<file path="src/design/rvCorePkg.sv">
package rvCorePkg;

   // Data, address and instruction words
   typedef logic [31:0] wordT;

   // Architectural register index
   typedef logic [4:0] regIdT;

   // One enable per byte lane of a memory word
   typedef logic [3:0] byteMaskT;

   // Instruction function field
   typedef logic [2:0] funct3T;

   // Number of architectural registers
   localparam int regCount = 32;

   // Major opcodes, instruction bits 6 to 2
   localparam logic [4:0] opLoad   = 5'b00000;
   localparam logic [4:0] opAluImm = 5'b00100;
   localparam logic [4:0] opAuipc  = 5'b00101;
   localparam logic [4:0] opStore  = 5'b01000;
   localparam logic [4:0] opAluReg = 5'b01100;
   localparam logic [4:0] opLui    = 5'b01101;
   localparam logic [4:0] opBranch = 5'b11000;
   localparam logic [4:0] opJalr   = 5'b11001;
   localparam logic [4:0] opJal    = 5'b11011;
   localparam logic [4:0] opSystem = 5'b11100;

   // Base instruction classes
   // Invalid covers reset and unknown opcodes and never writes back
   typedef enum logic [3:0] {
      clsInvalid,
      clsLoad,
      clsAluImm,
      clsAuipc,
      clsStore,
      clsAluReg,
      clsLui,
      clsBranch,
      clsJalr,
      clsJal,
      clsSystem
   } instrClassT;

endpackage

</file>
<file path="src/design/instrDecoder.sv">
`timescale 1ns/10ps

module instrDecoder import rvCorePkg::*; (
   input  wordT       instrWord,
   output instrClassT instrClass,
   output regIdT      rdId,
   output funct3T     funct3,
   output logic       altFunct,
   output wordT       iImm,
   output wordT       addImm
);

   // Remaining immediate formats
   wordT uImm;
   wordT sImm;
   wordT bImm;
   wordT jImm;

   // Fixed instruction fields
   assign rdId     = instrWord[11:7];
   assign funct3   = instrWord[14:12];
   // Selects SUB and SRA
   assign altFunct = instrWord[30];

   // Sign bit always sits in instruction bit 31
   assign iImm = {{21{instrWord[31]}}, instrWord[30:20]};
   assign sImm = {{21{instrWord[31]}}, instrWord[30:25], instrWord[11:7]};
   assign bImm = {{20{instrWord[31]}}, instrWord[7], instrWord[30:25],
                  instrWord[11:8], 1'b0};
   assign jImm = {{12{instrWord[31]}}, instrWord[19:12], instrWord[20],
                  instrWord[30:21], 1'b0};
   assign uImm = {instrWord[31:12], 12'b0};

   // Opcode to class
   always_comb begin
      case (instrWord[6:2])
         opLoad:   instrClass = clsLoad;
         opAluImm: instrClass = clsAluImm;
         opAuipc:  instrClass = clsAuipc;
         opStore:  instrClass = clsStore;
         opAluReg: instrClass = clsAluReg;
         opLui:    instrClass = clsLui;
         opBranch: instrClass = clsBranch;
         opJalr:   instrClass = clsJalr;
         opJal:    instrClass = clsJal;
         opSystem: instrClass = clsSystem;
         // Anything else is treated as a no-op
         default:  instrClass = clsInvalid;
      endcase
   end

   // Immediate fed to the shared adder
   // LUI also takes its write-back value from here
   always_comb begin
      case (instrClass)
         clsStore:         addImm = sImm;
         clsJal:           addImm = jImm;
         clsAuipc, clsLui: addImm = uImm;
         clsBranch:        addImm = bImm;
         // Loads, ALU-immediate and JALR
         default:          addImm = iImm;
      endcase
   end

endmodule

</file>
<file path="src/design/regFile.sv">
`timescale 1ns/10ps

module regFile import rvCorePkg::*; (
   input  logic  clk,
   input  logic  fetchCapture,
   input  wordT  fetchWord,
   input  logic  writeEn,
   input  regIdT rdId,
   input  wordT  rdData,
   output wordT  rs1Val,
   output wordT  rs2Val
);

   // Register storage
   wordT regs [regCount];

   // All registers come up as zero, x0 stays there
   initial begin
      for (int i = 0; i < regCount; i++) begin
         regs[i] = '0;
      end
   end

   // Write port, x0 writes dropped
   always @(posedge clk) begin
      if (writeEn && (rdId != '0)) begin
         regs[rdId] <= rdData;
      end
   end

   // Operands read while the instruction word arrives
   // Source fields come straight from the memory word
   always_ff @(posedge clk) begin
      if (fetchCapture) begin
         rs1Val <= regs[fetchWord[19:15]];
         rs2Val <= regs[fetchWord[24:20]];
      end
   end

endmodule

</file>
<file path="src/design/aluUnit.sv">
`timescale 1ns/10ps

module aluUnit import rvCorePkg::*; (
   input  instrClassT instrClass,
   input  funct3T     funct3,
   input  logic       altFunct,
   input  wordT       rs1Val,
   input  wordT       rs2Val,
   input  wordT       pc,
   input  wordT       iImm,
   input  wordT       addImm,
   output wordT       aluResult,
   output wordT       addSum,
   output logic       branchTaken
);

   // Mirror a word so left shifts can use the right shifter
   function automatic wordT bitReverse(input wordT value);
      wordT result;
      for (int i = 0; i < 32; i++) begin
         result[i] = value[31 - i];
      end
      return result;
   endfunction

   wordT              aluIn2;
   wordT              addIn1;
   wordT              addIn2;
   logic [32:0]       diff;
   logic              lt;
   logic              ltu;
   logic              eq;
   wordT              shiftIn;
   logic signed [32:0] shiftExt;
   logic signed [32:0] shiftRes;
   wordT              shifter;
   logic              predicate;

   // Second operand, rs2 for register forms and compares
   assign aluIn2 = ((instrClass == clsAluReg) || (instrClass == clsBranch)) ? rs2Val : iImm;

   // Shared adder
   // rs1 based for ALU, memory and JALR, PC based for the rest
   assign addIn1 = ((instrClass == clsAluImm) || (instrClass == clsAluReg) ||
                    (instrClass == clsLoad) || (instrClass == clsStore) ||
                    (instrClass == clsJalr)) ? rs1Val : pc;
   assign addIn2 = (instrClass == clsAluReg) ? rs2Val : addImm;
   assign addSum = addIn1 + addIn2;

   // One 33-bit subtract gives SUB and all compares
   assign diff = {1'b0, rs1Val} - {1'b0, aluIn2};
   // Signs differ, so rs1 is less exactly when it is negative
   assign lt   = (rs1Val[31] ^ aluIn2[31]) ? rs1Val[31] : diff[32];
   assign ltu  = diff[32];
   assign eq   = (diff[31:0] == '0);

   // Single arithmetic right shifter
   // Left shift reverses the input and the output
   assign shiftIn  = (funct3 == 3'b001) ? bitReverse(rs1Val) : rs1Val;
   // Extra top bit carries the sign only for SRA
   assign shiftExt = {altFunct & rs1Val[31], shiftIn};
   assign shiftRes = shiftExt >>> aluIn2[4:0];
   assign shifter  = shiftRes[31:0];

   // Result select on funct3
   always_comb begin
      case (funct3)
         // SUB only for the register form, ADDI has an immediate in bit 30
         3'b000:  aluResult = ((instrClass == clsAluReg) && altFunct) ? diff[31:0] : addSum;
         3'b001:  aluResult = bitReverse(shifter);
         3'b010:  aluResult = {31'b0, lt};
         3'b011:  aluResult = {31'b0, ltu};
         3'b100:  aluResult = rs1Val ^ aluIn2;
         3'b101:  aluResult = shifter;
         3'b110:  aluResult = rs1Val | aluIn2;
         default: aluResult = rs1Val & aluIn2;
      endcase
   end

   // Branch conditions
   always_comb begin
      case (funct3)
         3'b000:  predicate = eq;
         3'b001:  predicate = !eq;
         3'b100:  predicate = lt;
         3'b101:  predicate = !lt;
         3'b110:  predicate = ltu;
         3'b111:  predicate = !ltu;
         // Reserved encodings never branch
         default: predicate = 1'b0;
      endcase
   end

   // Jumps always leave the sequential path
   assign branchTaken = ((instrClass == clsBranch) && predicate) ||
                        (instrClass == clsJal) || (instrClass == clsJalr);

endmodule

</file>
<file path="src/design/loadStoreUnit.sv">
`timescale 1ns/10ps

module loadStoreUnit import rvCorePkg::*; (
   input  funct3T     funct3,
   input  logic [1:0] byteOffset,
   input  wordT       rs2Val,
   input  wordT       memRdata,
   output wordT       memWdata,
   output byteMaskT   accessMask,
   output wordT       loadData
);

   logic        byteAccess;
   logic        halfAccess;
   logic [15:0] loadHalf;
   logic [7:0]  loadByte;
   logic        loadSign;

   // Access size from funct3 low bits
   // 00 byte, 01 halfword, 10 word
   assign byteAccess = (funct3[1:0] == 2'b00);
   assign halfAccess = (funct3[1:0] == 2'b01);

   // Store data replicated so every lane sees the right byte
   // Lane 0 always holds the low byte
   assign memWdata[7:0]   = rs2Val[7:0];
   assign memWdata[15:8]  = byteOffset[0] ? rs2Val[7:0] : rs2Val[15:8];
   assign memWdata[23:16] = byteOffset[1] ? rs2Val[7:0] : rs2Val[23:16];
   // Top lane gets a byte or the upper half of a halfword
   assign memWdata[31:24] = byteOffset[0] ? rs2Val[7:0] :
                            byteOffset[1] ? rs2Val[15:8] : rs2Val[31:24];

   // Byte lanes touched by the access
   always_comb begin
      if (byteAccess) begin
         accessMask = byteMaskT'(4'b0001 << byteOffset);
      end else if (halfAccess) begin
         accessMask = byteOffset[1] ? 4'b1100 : 4'b0011;
      end else begin
         accessMask = 4'b1111;
      end
   end

   // Pick the addressed halfword, then the byte within it
   assign loadHalf = byteOffset[1] ? memRdata[31:16] : memRdata[15:0];
   assign loadByte = byteOffset[0] ? loadHalf[15:8] : loadHalf[7:0];

   // funct3 bit 2 set means zero extension
   assign loadSign = !funct3[2] & (byteAccess ? loadByte[7] : loadHalf[15]);

   // Extended load value
   always_comb begin
      if (byteAccess) begin
         loadData = {{24{loadSign}}, loadByte};
      end else if (halfAccess) begin
         loadData = {{16{loadSign}}, loadHalf};
      end else begin
         loadData = memRdata;
      end
   end

endmodule

</file>
<file path="src/design/coreSequencer.sv">
`timescale 1ns/10ps

module coreSequencer import rvCorePkg::*; #(
   parameter wordT resetAddr = 32'h0100_0000
) (
   input  logic       clk,
   input  logic       resetn,
   input  wordT       memRdata,
   input  logic       memRbusy,
   input  logic       memWbusy,
   input  instrClassT instrClass,
   input  wordT       addSum,
   input  wordT       aluResult,
   input  wordT       loadData,
   input  wordT       addImm,
   input  logic       branchTaken,
   input  byteMaskT   accessMask,
   output wordT       instrWord,
   output wordT       pc,
   output wordT       rdData,
   output wordT       memAddr,
   output byteMaskT   memMask,
   output logic       fetchCapture,
   output logic       writeEn,
   output logic       memRstrb,
   output logic       memWstrb
);

   // Control states, one instruction at a time
   typedef enum logic [1:0] {
      waitMem,
      fetchInstr,
      waitInstr,
      execute
   } seqStateT;

   seqStateT state;
   wordT     pcPlus4;
   wordT     pcNext;
   logic     isLoad;
   logic     isStore;
   logic     inExec;
   logic     inWaitMem;

   assign isLoad    = (instrClass == clsLoad);
   assign isStore   = (instrClass == clsStore);
   assign inExec    = (state == execute);
   assign inWaitMem = (state == waitMem);

   // Next PC, jump targets come from the adder with bit 0 cleared
   assign pcPlus4 = pc + 32'd4;
   assign pcNext  = branchTaken ? {addSum[31:1], 1'b0} : pcPlus4;

   // Address mux
   // Non-memory execute already fetches from the new PC
   always_comb begin
      if ((state == fetchInstr) || (state == waitInstr)) begin
         memAddr = pc;
      end else if (inExec && !isLoad && !isStore) begin
         memAddr = pcNext;
      end else begin
         memAddr = addSum;
      end
   end

   // Strobes
   assign memRstrb = (state == fetchInstr) || (inExec && !isStore);
   assign memWstrb = inExec && isStore;

   // Lane mask only while a data access is live
   assign memMask = ((inExec || inWaitMem) && (isLoad || isStore)) ? accessMask : 4'b1111;

   // Instruction arrives
   assign fetchCapture = (state == waitInstr) && !memRbusy;

   // Write-back, repeated in waitMem until the load data settles
   assign writeEn = (inExec || inWaitMem) &&
                    !((instrClass == clsBranch) || isStore || (instrClass == clsInvalid));

   // Write-back data
   always_comb begin
      case (instrClass)
         clsLui:              rdData = addImm;
         clsAluImm, clsAluReg: rdData = aluResult;
         clsAuipc:            rdData = addSum;
         clsJal, clsJalr:     rdData = pcPlus4;
         clsLoad:             rdData = loadData;
         // SYSTEM reads as zero, others never write
         default:             rdData = '0;
      endcase
   end

   always_ff @(posedge clk) begin
      if (!resetn) begin
         // Start by draining any pending access
         state     <= waitMem;
         pc        <= resetAddr;
         // Opcode 00001 decodes as invalid
         instrWord <= 32'h0000_0004;
      end else begin
         case (state)
            fetchInstr: state <= waitInstr;
            waitInstr: begin
               if (fetchCapture) begin
                  instrWord <= memRdata;
                  state     <= execute;
               end
            end
            execute: begin
               pc    <= pcNext;
               state <= (isLoad || isStore) ? waitMem : waitInstr;
            end
            default: begin
               if (!memRbusy && !memWbusy) begin
                  state <= fetchInstr;
               end
            end
         endcase
      end
   end

endmodule

</file>
<file path="src/design/quarkCore.sv">
`timescale 1ns/10ps

module quarkCore import rvCorePkg::*; #(
   parameter wordT resetAddr = 32'h0100_0000
) (
   input  logic     clk,
   input  logic     resetn,
   output wordT     memAddr,
   output wordT     memWdata,
   output byteMaskT memMask,
   output logic     memRstrb,
   output logic     memWstrb,
   input  wordT     memRdata,
   input  logic     memRbusy,
   input  logic     memWbusy
);

   // Sequencer outputs
   wordT       instrWord;
   wordT       pc;
   wordT       rdData;
   logic       fetchCapture;
   logic       writeEn;

   // Decoded fields
   instrClassT instrClass;
   regIdT      rdId;
   funct3T     funct3;
   logic       altFunct;
   wordT       iImm;
   wordT       addImm;

   // Operands and results
   wordT       rs1Val;
   wordT       rs2Val;
   wordT       aluResult;
   wordT       addSum;
   logic       branchTaken;
   byteMaskT   accessMask;
   wordT       loadData;

   // Control, PC and instruction latch
   coreSequencer #(
      .resetAddr(resetAddr)
   ) sequencerInst (
      .clk(clk), .resetn(resetn),
      .memRdata(memRdata), .memRbusy(memRbusy), .memWbusy(memWbusy),
      .instrClass(instrClass), .addSum(addSum), .aluResult(aluResult),
      .loadData(loadData), .addImm(addImm), .branchTaken(branchTaken),
      .accessMask(accessMask), .instrWord(instrWord), .pc(pc), .rdData(rdData),
      .memAddr(memAddr), .memMask(memMask), .fetchCapture(fetchCapture),
      .writeEn(writeEn), .memRstrb(memRstrb), .memWstrb(memWstrb)
   );

   instrDecoder decoderInst (
      .instrWord(instrWord), .instrClass(instrClass), .rdId(rdId),
      .funct3(funct3), .altFunct(altFunct), .iImm(iImm), .addImm(addImm)
   );

   // Operands captured from the raw fetched word
   regFile regFileInst (
      .clk(clk), .fetchCapture(fetchCapture), .fetchWord(memRdata),
      .writeEn(writeEn), .rdId(rdId), .rdData(rdData),
      .rs1Val(rs1Val), .rs2Val(rs2Val)
   );

   aluUnit aluInst (
      .instrClass(instrClass), .funct3(funct3), .altFunct(altFunct),
      .rs1Val(rs1Val), .rs2Val(rs2Val), .pc(pc), .iImm(iImm), .addImm(addImm),
      .aluResult(aluResult), .addSum(addSum), .branchTaken(branchTaken)
   );

   // Byte offset is the low part of the adder address
   loadStoreUnit lsuInst (
      .funct3(funct3), .byteOffset(addSum[1:0]), .rs2Val(rs2Val),
      .memRdata(memRdata), .memWdata(memWdata), .accessMask(accessMask),
      .loadData(loadData)
   );

endmodule

</file>
<file path="config.mk">
export PLATFORM = sky130hd
export DESIGN_NAME = quarkCore
export DESIGN_NICKNAME = d
export VERILOG_FILES = /design/src/design/rvCorePkg.sv /design/src/design/instrDecoder.sv /design/src/design/regFile.sv /design/src/design/aluUnit.sv /design/src/design/loadStoreUnit.sv /design/src/design/coreSequencer.sv /design/src/design/quarkCore.sv
export SDC_FILE = /design/constraint.sdc
export NUM_CORES = 2
export LEC_CHECK = 0
export BUFFER_PORTS_ARGS = -buffer_cell sky130_fd_sc_hd__buf_2
export CORE_MARGIN = 2
export CORE_UTILIZATION = 45
export CTS_CLUSTER_SIZE = 20
export DETAILED_ROUTE_END_ITERATION = 16
export SLEW_MARGIN = 30
export SYNTH_ARGS = -nofsm -noshare
export SYNTH_HDL_FRONTEND = slang
export SYNTH_SLANG_ARGS = --single-unit
</file>
<file path="constraint.sdc">
create_clock -name clk -period 15.9 [get_ports clk]
set_input_delay 0.795 -clock clk [delete_from_list [all_inputs] [get_ports clk]]
set_output_delay 0.795 -clock clk [all_outputs]
set_load 0.01 [all_outputs]
</file>
## Word-level counts from Yosys, hierarchy flattened

Memory sizes are Yosys's and may differ from the RTL's. A register that Yosys moved wholly into a read port is not among the register bits.
Index checks and enable logic that the tools add are counted.

| storage, ports and cells | value |
|---|---|
| flip-flop bits (word level) | 66 |
| bits of input ports | 36 |
| bits in latches | 0 |
| memories kept | 2 |
| output and inout port bits | 70 |
| memory bits (writable) | 1,024 |
| bits in read-only memories | 128 |

Memories:

| memory | words | width | rd ports | clocked after memory_dff | wr ports | line | source |
|---|---|---|---|---|---|---|---|
| regFileInst.regs | 32 | 32 | 2 | 2 | 1 | regFile.sv:15 | `wordT regs [regCount];` |
| (no name shown) | 32 | 4 | 1 | 1 | 0 | instrDecoder.sv:36 | `case (instrWord[6:2])` |

| cells by class | value |
|---|---|
| order comparisons | 0 |
| multipliers | 0 |
| reductions and logical operators | 45 |
| muxes and demuxes | 34 |
| divide/modulo/power cells | 0 |
| add/subtract/negate cells | 3 |
| shift-type cells | 2 |
| bitwise gates (word level) | 6 |
| eq/ne operators | 21 |

Operators with widths:

| cell | count |
|---|---|
| $mux 32 | 10 |
| $pmux 32 s7 | 1 |
| $pmux 32 s5 | 1 |
| $pmux 31 s4 | 1 |
| $mux 8 | 5 |
| $sshr 33x5->32 | 1 |
| $sub 32x32->33 | 1 |
| $add 32x3->32 const B | 1 |
| $add 32x32->32 | 1 |
| $and 32x32->32 | 1 |
| $logic_not 32->1 | 1 |
| $or 32x32->32 | 1 |
| $xor 32x32->32 | 1 |
| $eq 4x3->1 const B | 4 |
| $mux 16 | 1 |
| $mux 4 | 4 |
| $logic_or 1x1->1 | 13 |
| $eq 3x3->1 const B | 4 |
| $logic_and 1x1->1 | 11 |
| $mux 5 | 2 |
| $logic_not 1->1 | 9 |
| $eq 4x2->1 const B | 2 |
| $eq 4x4->1 const B | 2 |
| $eq 3x2->1 const B | 2 |
| 19 further kinds | 31 |

## Depth between registers and ports, before layout

| logic depth | value |
|---|---|
| depth after elaboration | 14 |
| gate-level depth with buffers | 25 |
| depth with buffers taken out | 23 |

## By module

A second synthesis with hierarchy kept.

| second synthesis, totals | value |
|---|---|
| cell total of the unflattened synthesis | 5,919 |
| area total of the unflattened synthesis | 67,541.0 um^2 |

Modules (own cells, without submodules):

| module | times used | seq. area each (um^2) | area each (um^2) | cells each |
|---|---|---|---|---|
| regFile | 1 | 32,671.3 | 50,678.6 | 3,450 |
| aluUnit | 1 | 0.0 | 9,261.4 | 1,408 |
| coreSequencer | 1 | 1,321.3 | 5,537.8 | 785 |
| loadStoreUnit | 1 | 0.0 | 1,102.3 | 151 |
| instrDecoder | 1 | 0.0 | 960.9 | 125 |

## Least setup slack after synthesis

OpenSTA, ideal clock, no wires.

| timing | value |
|---|---|
| path kind | register to output |
| from | reg, netlist name decoderInst.instrClass[3] |
| to | out memAddr[30] |
| setup slack | 9.720 ns |
| data required time | 15.105 ns |
| arrival time | 5.385 ns |
| buffers on the path | 5 |
| stages on the path, launching flop included | 22 |
| path through | dfxtp_1 > nand3b_2 > buf_4 > a21oi_1 > inv_2 > clkbuf_1 > clkbuf_1 > ha_1 > buf_1 > nor3_1 > o31ai_1 > nand3_1 > a311oi_1 > o21ai_0 > nor4_1 > nand4_1 > or4_1 > o31a_1 > o21ai_1 > buf_2 > nand2_1 > o311ai_0 |

| on the way | value |
|---|---|
| cells in the longest elaborated chain, start to end | 13 |
| elaborated cells on any way between the ends | 38 |
| those cells by class | 2 x add/sub; 9 x eq/ne; 9 x mux; 1 x bitwise; 17 x reduce/logical |

RTL lines:

| item | line | source |
|---|---|---|
| $eq 4x3->1, on equally long branches | - |  |
| $logic_or 1x1->1 | aluUnit.sv:40 | `assign aluIn2 = ((instrClass == clsAluReg) \|\| (instrClass == clsBranch)) ? rs2Val : iImm;` |
| $mux 32 | aluUnit.sv:40 |  |
| $sub 32x32->33 or $xor 1x1->1 (tied branches) | aluUnit.sv:51, aluUnit.sv:53 |  |
| $logic_not 32->1 or $mux 1 (tied branches) | aluUnit.sv:55, aluUnit.sv:53 |  |
| $logic_not 1->1, on equally long branches | aluUnit.sv:84, aluUnit.sv:86 |  |
| $pmux 1 s6 | aluUnit.sv:82 | `case (funct3)` |
| $logic_and 1x1->1 | aluUnit.sv:95 | `assign branchTaken = ((instrClass == clsBranch) && predicate) \|\|` |
| $logic_or 1x1->1 | aluUnit.sv:95 |  |
| $logic_or 1x1->1 | aluUnit.sv:96 | `(instrClass == clsJal) \|\| (instrClass == clsJalr);` |
| $mux 32 | coreSequencer.sv:52 | `assign pcNext = branchTaken ? {addSum[31:1], 1'b0} : pcPlus4;` |
| $mux 32 (*) | coreSequencer.sv:59 | `end else if (inExec && !isLoad && !isStore) begin` |
| $mux 32 (*) | coreSequencer.sv:57 | `if ((state == fetchInstr) \|\| (state == waitInstr)) begin` |
| end: declaration | quarkCore.sv:8 | `output wordT memAddr,` |

Mark *: on every way between the ends. The rest lies on a longest branch, timed or not.

## Worst setup path after layout

| timing | value |
|---|---|
| from | reg, netlist name decoderInst.instrClass[0] |
| to | out memAddr[30] |

| on the way | value |
|---|---|
| cells in the longest elaborated chain, start to end | 13 |
| elaborated cells on any way between the ends | 38 |
| those cells by class | 2 x add/sub; 9 x eq/ne; 9 x mux; 1 x bitwise; 17 x reduce/logical |

RTL lines:

| item | line |
|---|---|
| $eq 4x3->1, on equally long branches | - |
| $logic_or 1x1->1 | aluUnit.sv:40 |
| $mux 32 | aluUnit.sv:40 |
| $sub 32x32->33 or $xor 1x1->1 (tied branches) | aluUnit.sv:51, aluUnit.sv:53 |
| $logic_not 32->1 or $mux 1 (tied branches) | aluUnit.sv:55, aluUnit.sv:53 |
| $logic_not 1->1, on equally long branches | aluUnit.sv:84, aluUnit.sv:86 |
| $pmux 1 s6 | aluUnit.sv:82 |
| $logic_and 1x1->1 | aluUnit.sv:95 |
| $logic_or 1x1->1 | aluUnit.sv:95 |
| $logic_or 1x1->1 | aluUnit.sv:96 |
| $mux 32 | coreSequencer.sv:52 |
| $mux 32 (*) | coreSequencer.sv:59 |
| $mux 32 (*) | coreSequencer.sv:57 |

Marks and branches as above.

==> metrics <==
combinational power share=0.140; measured slew at the worst slew-check pin=1.08 ns; worst r2r src=decoderInst.instrClass[0]$_DFF_P_; Non-Filler Instances=6,458; hold depth=3; die width=383 um; CTS tree=built; Critical Path RT=15.11 ns; register bit total from synthesis=1,156; Critical Path Max Stage Delay=0.88 ns; cell count after synthesis=4,408; Post-Synth Adder-Cell Area=0.0253; post-route cell area=72,200 um^2; Cells after DPL=6,217; sequential power share=0.463; Fin Setup TNS=0 ns; CTS sink cnt=1,156; peak supply drop=0.114 mV; pin count of the biggest net entering global routing=117; R2R setup slack=7.57 ns; Netlist cell types=93; CP max FO=49; worst-skew pair later-pin latency=0.80 ns; post-synthesis cell area=64,600 um^2; H-tree Lvls=4; multiplexer share of the synthesized area=0.255; Core Box Area=142,000 um^2; Post-CTS Hold Fix Bufs=0; top_reg_cell synth=edfxtp_1; 1st-iter DRT viols=6,209; Post-Route Skew=0.0510 ns; total internal power=5.43 mW; Pins Over Slew Limit=0; Max Cap Violations=0; vias=44,600; Crit-path slowest cell=nor4_1; Fmax=100 MHz; normalized max-slew margin=0.278; asr flop ratio synth=0; Pwr Total=7.37 mW; post_cts resized=0; Cell Area, Placed=68,000 um^2; TritonRoute pass-1 iters=9; DR vias/cell=6.91; Final min period=9.95 ns; initial antenna violation count=17; crit-path most repeated cell=buf_4; Power Dens Cells=102 nW/um^2; Crit. End Element=output port; XOR/XNOR share of the synthesized area=0.0117; CP Class=flop to output port; final setup fails=0; Post-synth EDFFs=1,088; post-route setup slack=5.95 ns; reg-to-reg endpoint=sequencerInst.pc[23]$_SDFFE_PN0P_; antenna-violating nets left=0; main combinational cell family by area after synthesis=multiplexers; Max clock buf depth=3; Hold Path Class=input port to flop; commonest cells after routing, fill and taps aside=edfxtp_1, mux4_2, nand2_1; number of global-route vias before repair=43,100; drt drc=0; Synth Warn #=0; Area Overhead vs Synth=11.8%; CP Launch Type=flop; Clk network pwr share=0.397; hold path start=memRdata[30]; CP Data Arrival Time=9.16 ns; Seq/Total Area, Yosys=0.527; first-pass GRT wire length=335,000 um; Util after Layout=0.508; Final #Nets=4,629; CTS buffer count=130; die area=146,000 um^2; Compound-Gate Fraction of Synth Area=0.0898; share of cells above drive strength 1=0.283; syn avg cell area=14.6 um^2; DPL Wire Length=153,000 um; Post-Synth Simple-Gate Area=0.0605; port bufs=105; GPL Wtd Cong=1.08; commonest non-fill, non-tap cell in the layout=edfxtp_1; Post-Place Setup Slack=7.03 ns; # Post-CTS Setup Buffers=0; Pleak=24.5 nW; crit-path cells=nand3b_2 > a21oi_2 > buf_4 > inv_1 > ha_1 > or2_2 > a2111oi_4 > o311ai_4 > a31oi_2 > o21ba_2 > o211ai_1 > nor4_1 > nand4_1 > or4_1 > o31a_1 > o21ai_4 > buf_4 > nand2_1 > o311ai_0 > buf_2; CTS Root Cell=clkbuf_16; Hold WS=0.300 ns; gr usage total=0.326; fin crit share=0.626; Initial Utilization=0.455; WL/cell=37.1 um; number of hold violations in the final report=0; status=completed; row count=138; switch share=0.263; cells on worst reg2reg path=18; Hold Path End=sequencerInst.instrWord[30]$_SDFFE_PN0P_; filler instances=11,900; DRT Wirelength=240,000 um; I/O pin count=106; switching power total=1.94 mW; die height=383 um; GRT overflow=0; RSZ-0062 raised after global routing=no; Reg clk slew, reported paths=0.06 ns
logic make-up (layout without fill, tap and decap cells):
family | count (synthesis) | count (layout)
compound gates | 866 | 866
xor+xnor | 86 | 86
fa+ha+maj | 130 | 130
buf+inv | 499 | 625
flops | 1156 | 1156
mux | 835 | 835
other cells | 1 | 35
simple gates | 835 | 835
power by group through the flow:
stage | clock network (mW) | registers, mW | logic (mW)
floorplan | 0 | 3.45 | 0.647
global placement | 0 | 3.47 | 1.00
detailed placement | 0 | 3.47 | 1.01
CTS | 2.98 | 3.41 | 1.01
global route | 3.09 | 3.41 | 1.08
finish | 2.93 | 3.41 | 1.03
worst max-delay path, delay by kind of cell, from the launching register on:
family          cells  cell delay [ns]
compound gates      9             2.46
fa+ha+maj           1             0.53
buf+inv             4             1.46
flops               1             0.83
simple gates        6             3.01
worst max-delay path by stage:
stage | startpoint | endpoint | slack, ns
after global routing | decoderInst.instrClass[0]$_DFF_P_ | memAddr[30] | 5.49
after detailed placement | decoderInst.instrClass[0]$_DFF_P_ | memAddr[30] | 7.03
final | decoderInst.instrClass[0]$_DFF_P_ | memAddr[30] | 5.95
after CTS | decoderInst.instrClass[0]$_DFF_P_ | memAddr[30] | 6.16
after floorplan | decoderInst.instrClass[3]$_SDFF_PN0_ | memAddr[30] | 9.72
after global placement | decoderInst.instrClass[0]$_DFF_P_ | memAddr[27] | 7.08
Yosys cell counts, types with 9 or more instances:
master | instances | area [um^2]
edfxtp_1 | 1088 | 32700
mux4_2 | 642 | 14500
nand2_1 | 340 | 1280
clkbuf_1 | 262 | 983
o21ai_0 | 219 | 1100
a21oi_1 | 198 | 991
nor2_1 | 198 | 743
inv_1 | 131 | 492
ha_1 | 129 | 1610
mux2i_1 | 115 | 1150
mux2_2 | 78 | 878
buf_1 | 76 | 285
dfxtp_1 | 68 | 1360
nand3_1 | 55 | 275
xnor2_1 | 54 | 473
a21o_1 | 51 | 383
nor3_1 | 45 | 225
a31oi_1 | 38 | 238
and3_1 | 33 | 206
xor2_1 | 32 | 280
a211oi_1 | 31 | 233
a21boi_0 | 31 | 233
or4_1 | 30 | 225
o221ai_1 | 27 | 236
o311ai_1 | 26 | 228
a221oi_1 | 25 | 219
o211ai_1 | 24 | 180
nor2b_1 | 18 | 113
o22ai_1 | 18 | 113
nand4_1 | 16 | 100
o311ai_0 | 16 | 140
a311oi_1 | 13 | 114
buf_2 | 13 | 65.1
nand2b_1 | 13 | 81.3
o21a_1 | 12 | 90.1
o21bai_1 | 12 | 90.1
or2_2 | 12 | 75.1
buf_4 | 11 | 82.6
nor4_1 | 11 | 68.8
o31ai_1 | 11 | 82.6
a32oi_1 | 10 | 87.6
and2_1 | 10 | 62.6
o221a_2 | 10 | 113
nor3b_1 | 9 | 67.6
registers in the layout (all words and copies together), names as in the netlist:
signal / count
regFileInst.regs: 1024
sequencerInst.state: 2
regFileInst.rs2Val: 32
regFileInst.rs1Val: 32
sequencerInst.pc: 32
sequencerInst.instrWord: 30
decoderInst.instrClass: 4
area by class of cell:
cell class,instances,area (um^2),area share
flip-flops and latches,1156,34000,0.472
multi-input cells,2784,29300,0.406
clock buffers,165,3480,0.0482
well taps,1890,2360,0.0328
repair buffers,255,1840,0.0255
clock inverters,69,633,0.00877
inverters,136,513,0.00711
diodes,3,7.51,0.000104
layer usage:
layer | global-route usage | up-vias | routed length [um]
met5 | 0 | - | 111
met2 | 0.493 | 2765 | 108000
li1 | - | 18000 | -
met4 | 0.168 | 12 | 13800
met1 | 0.442 | 23200 | 92700
met3 | 0.0766 | 616 | 24700
No activity file was read; power rests on OpenSTA's default activity.
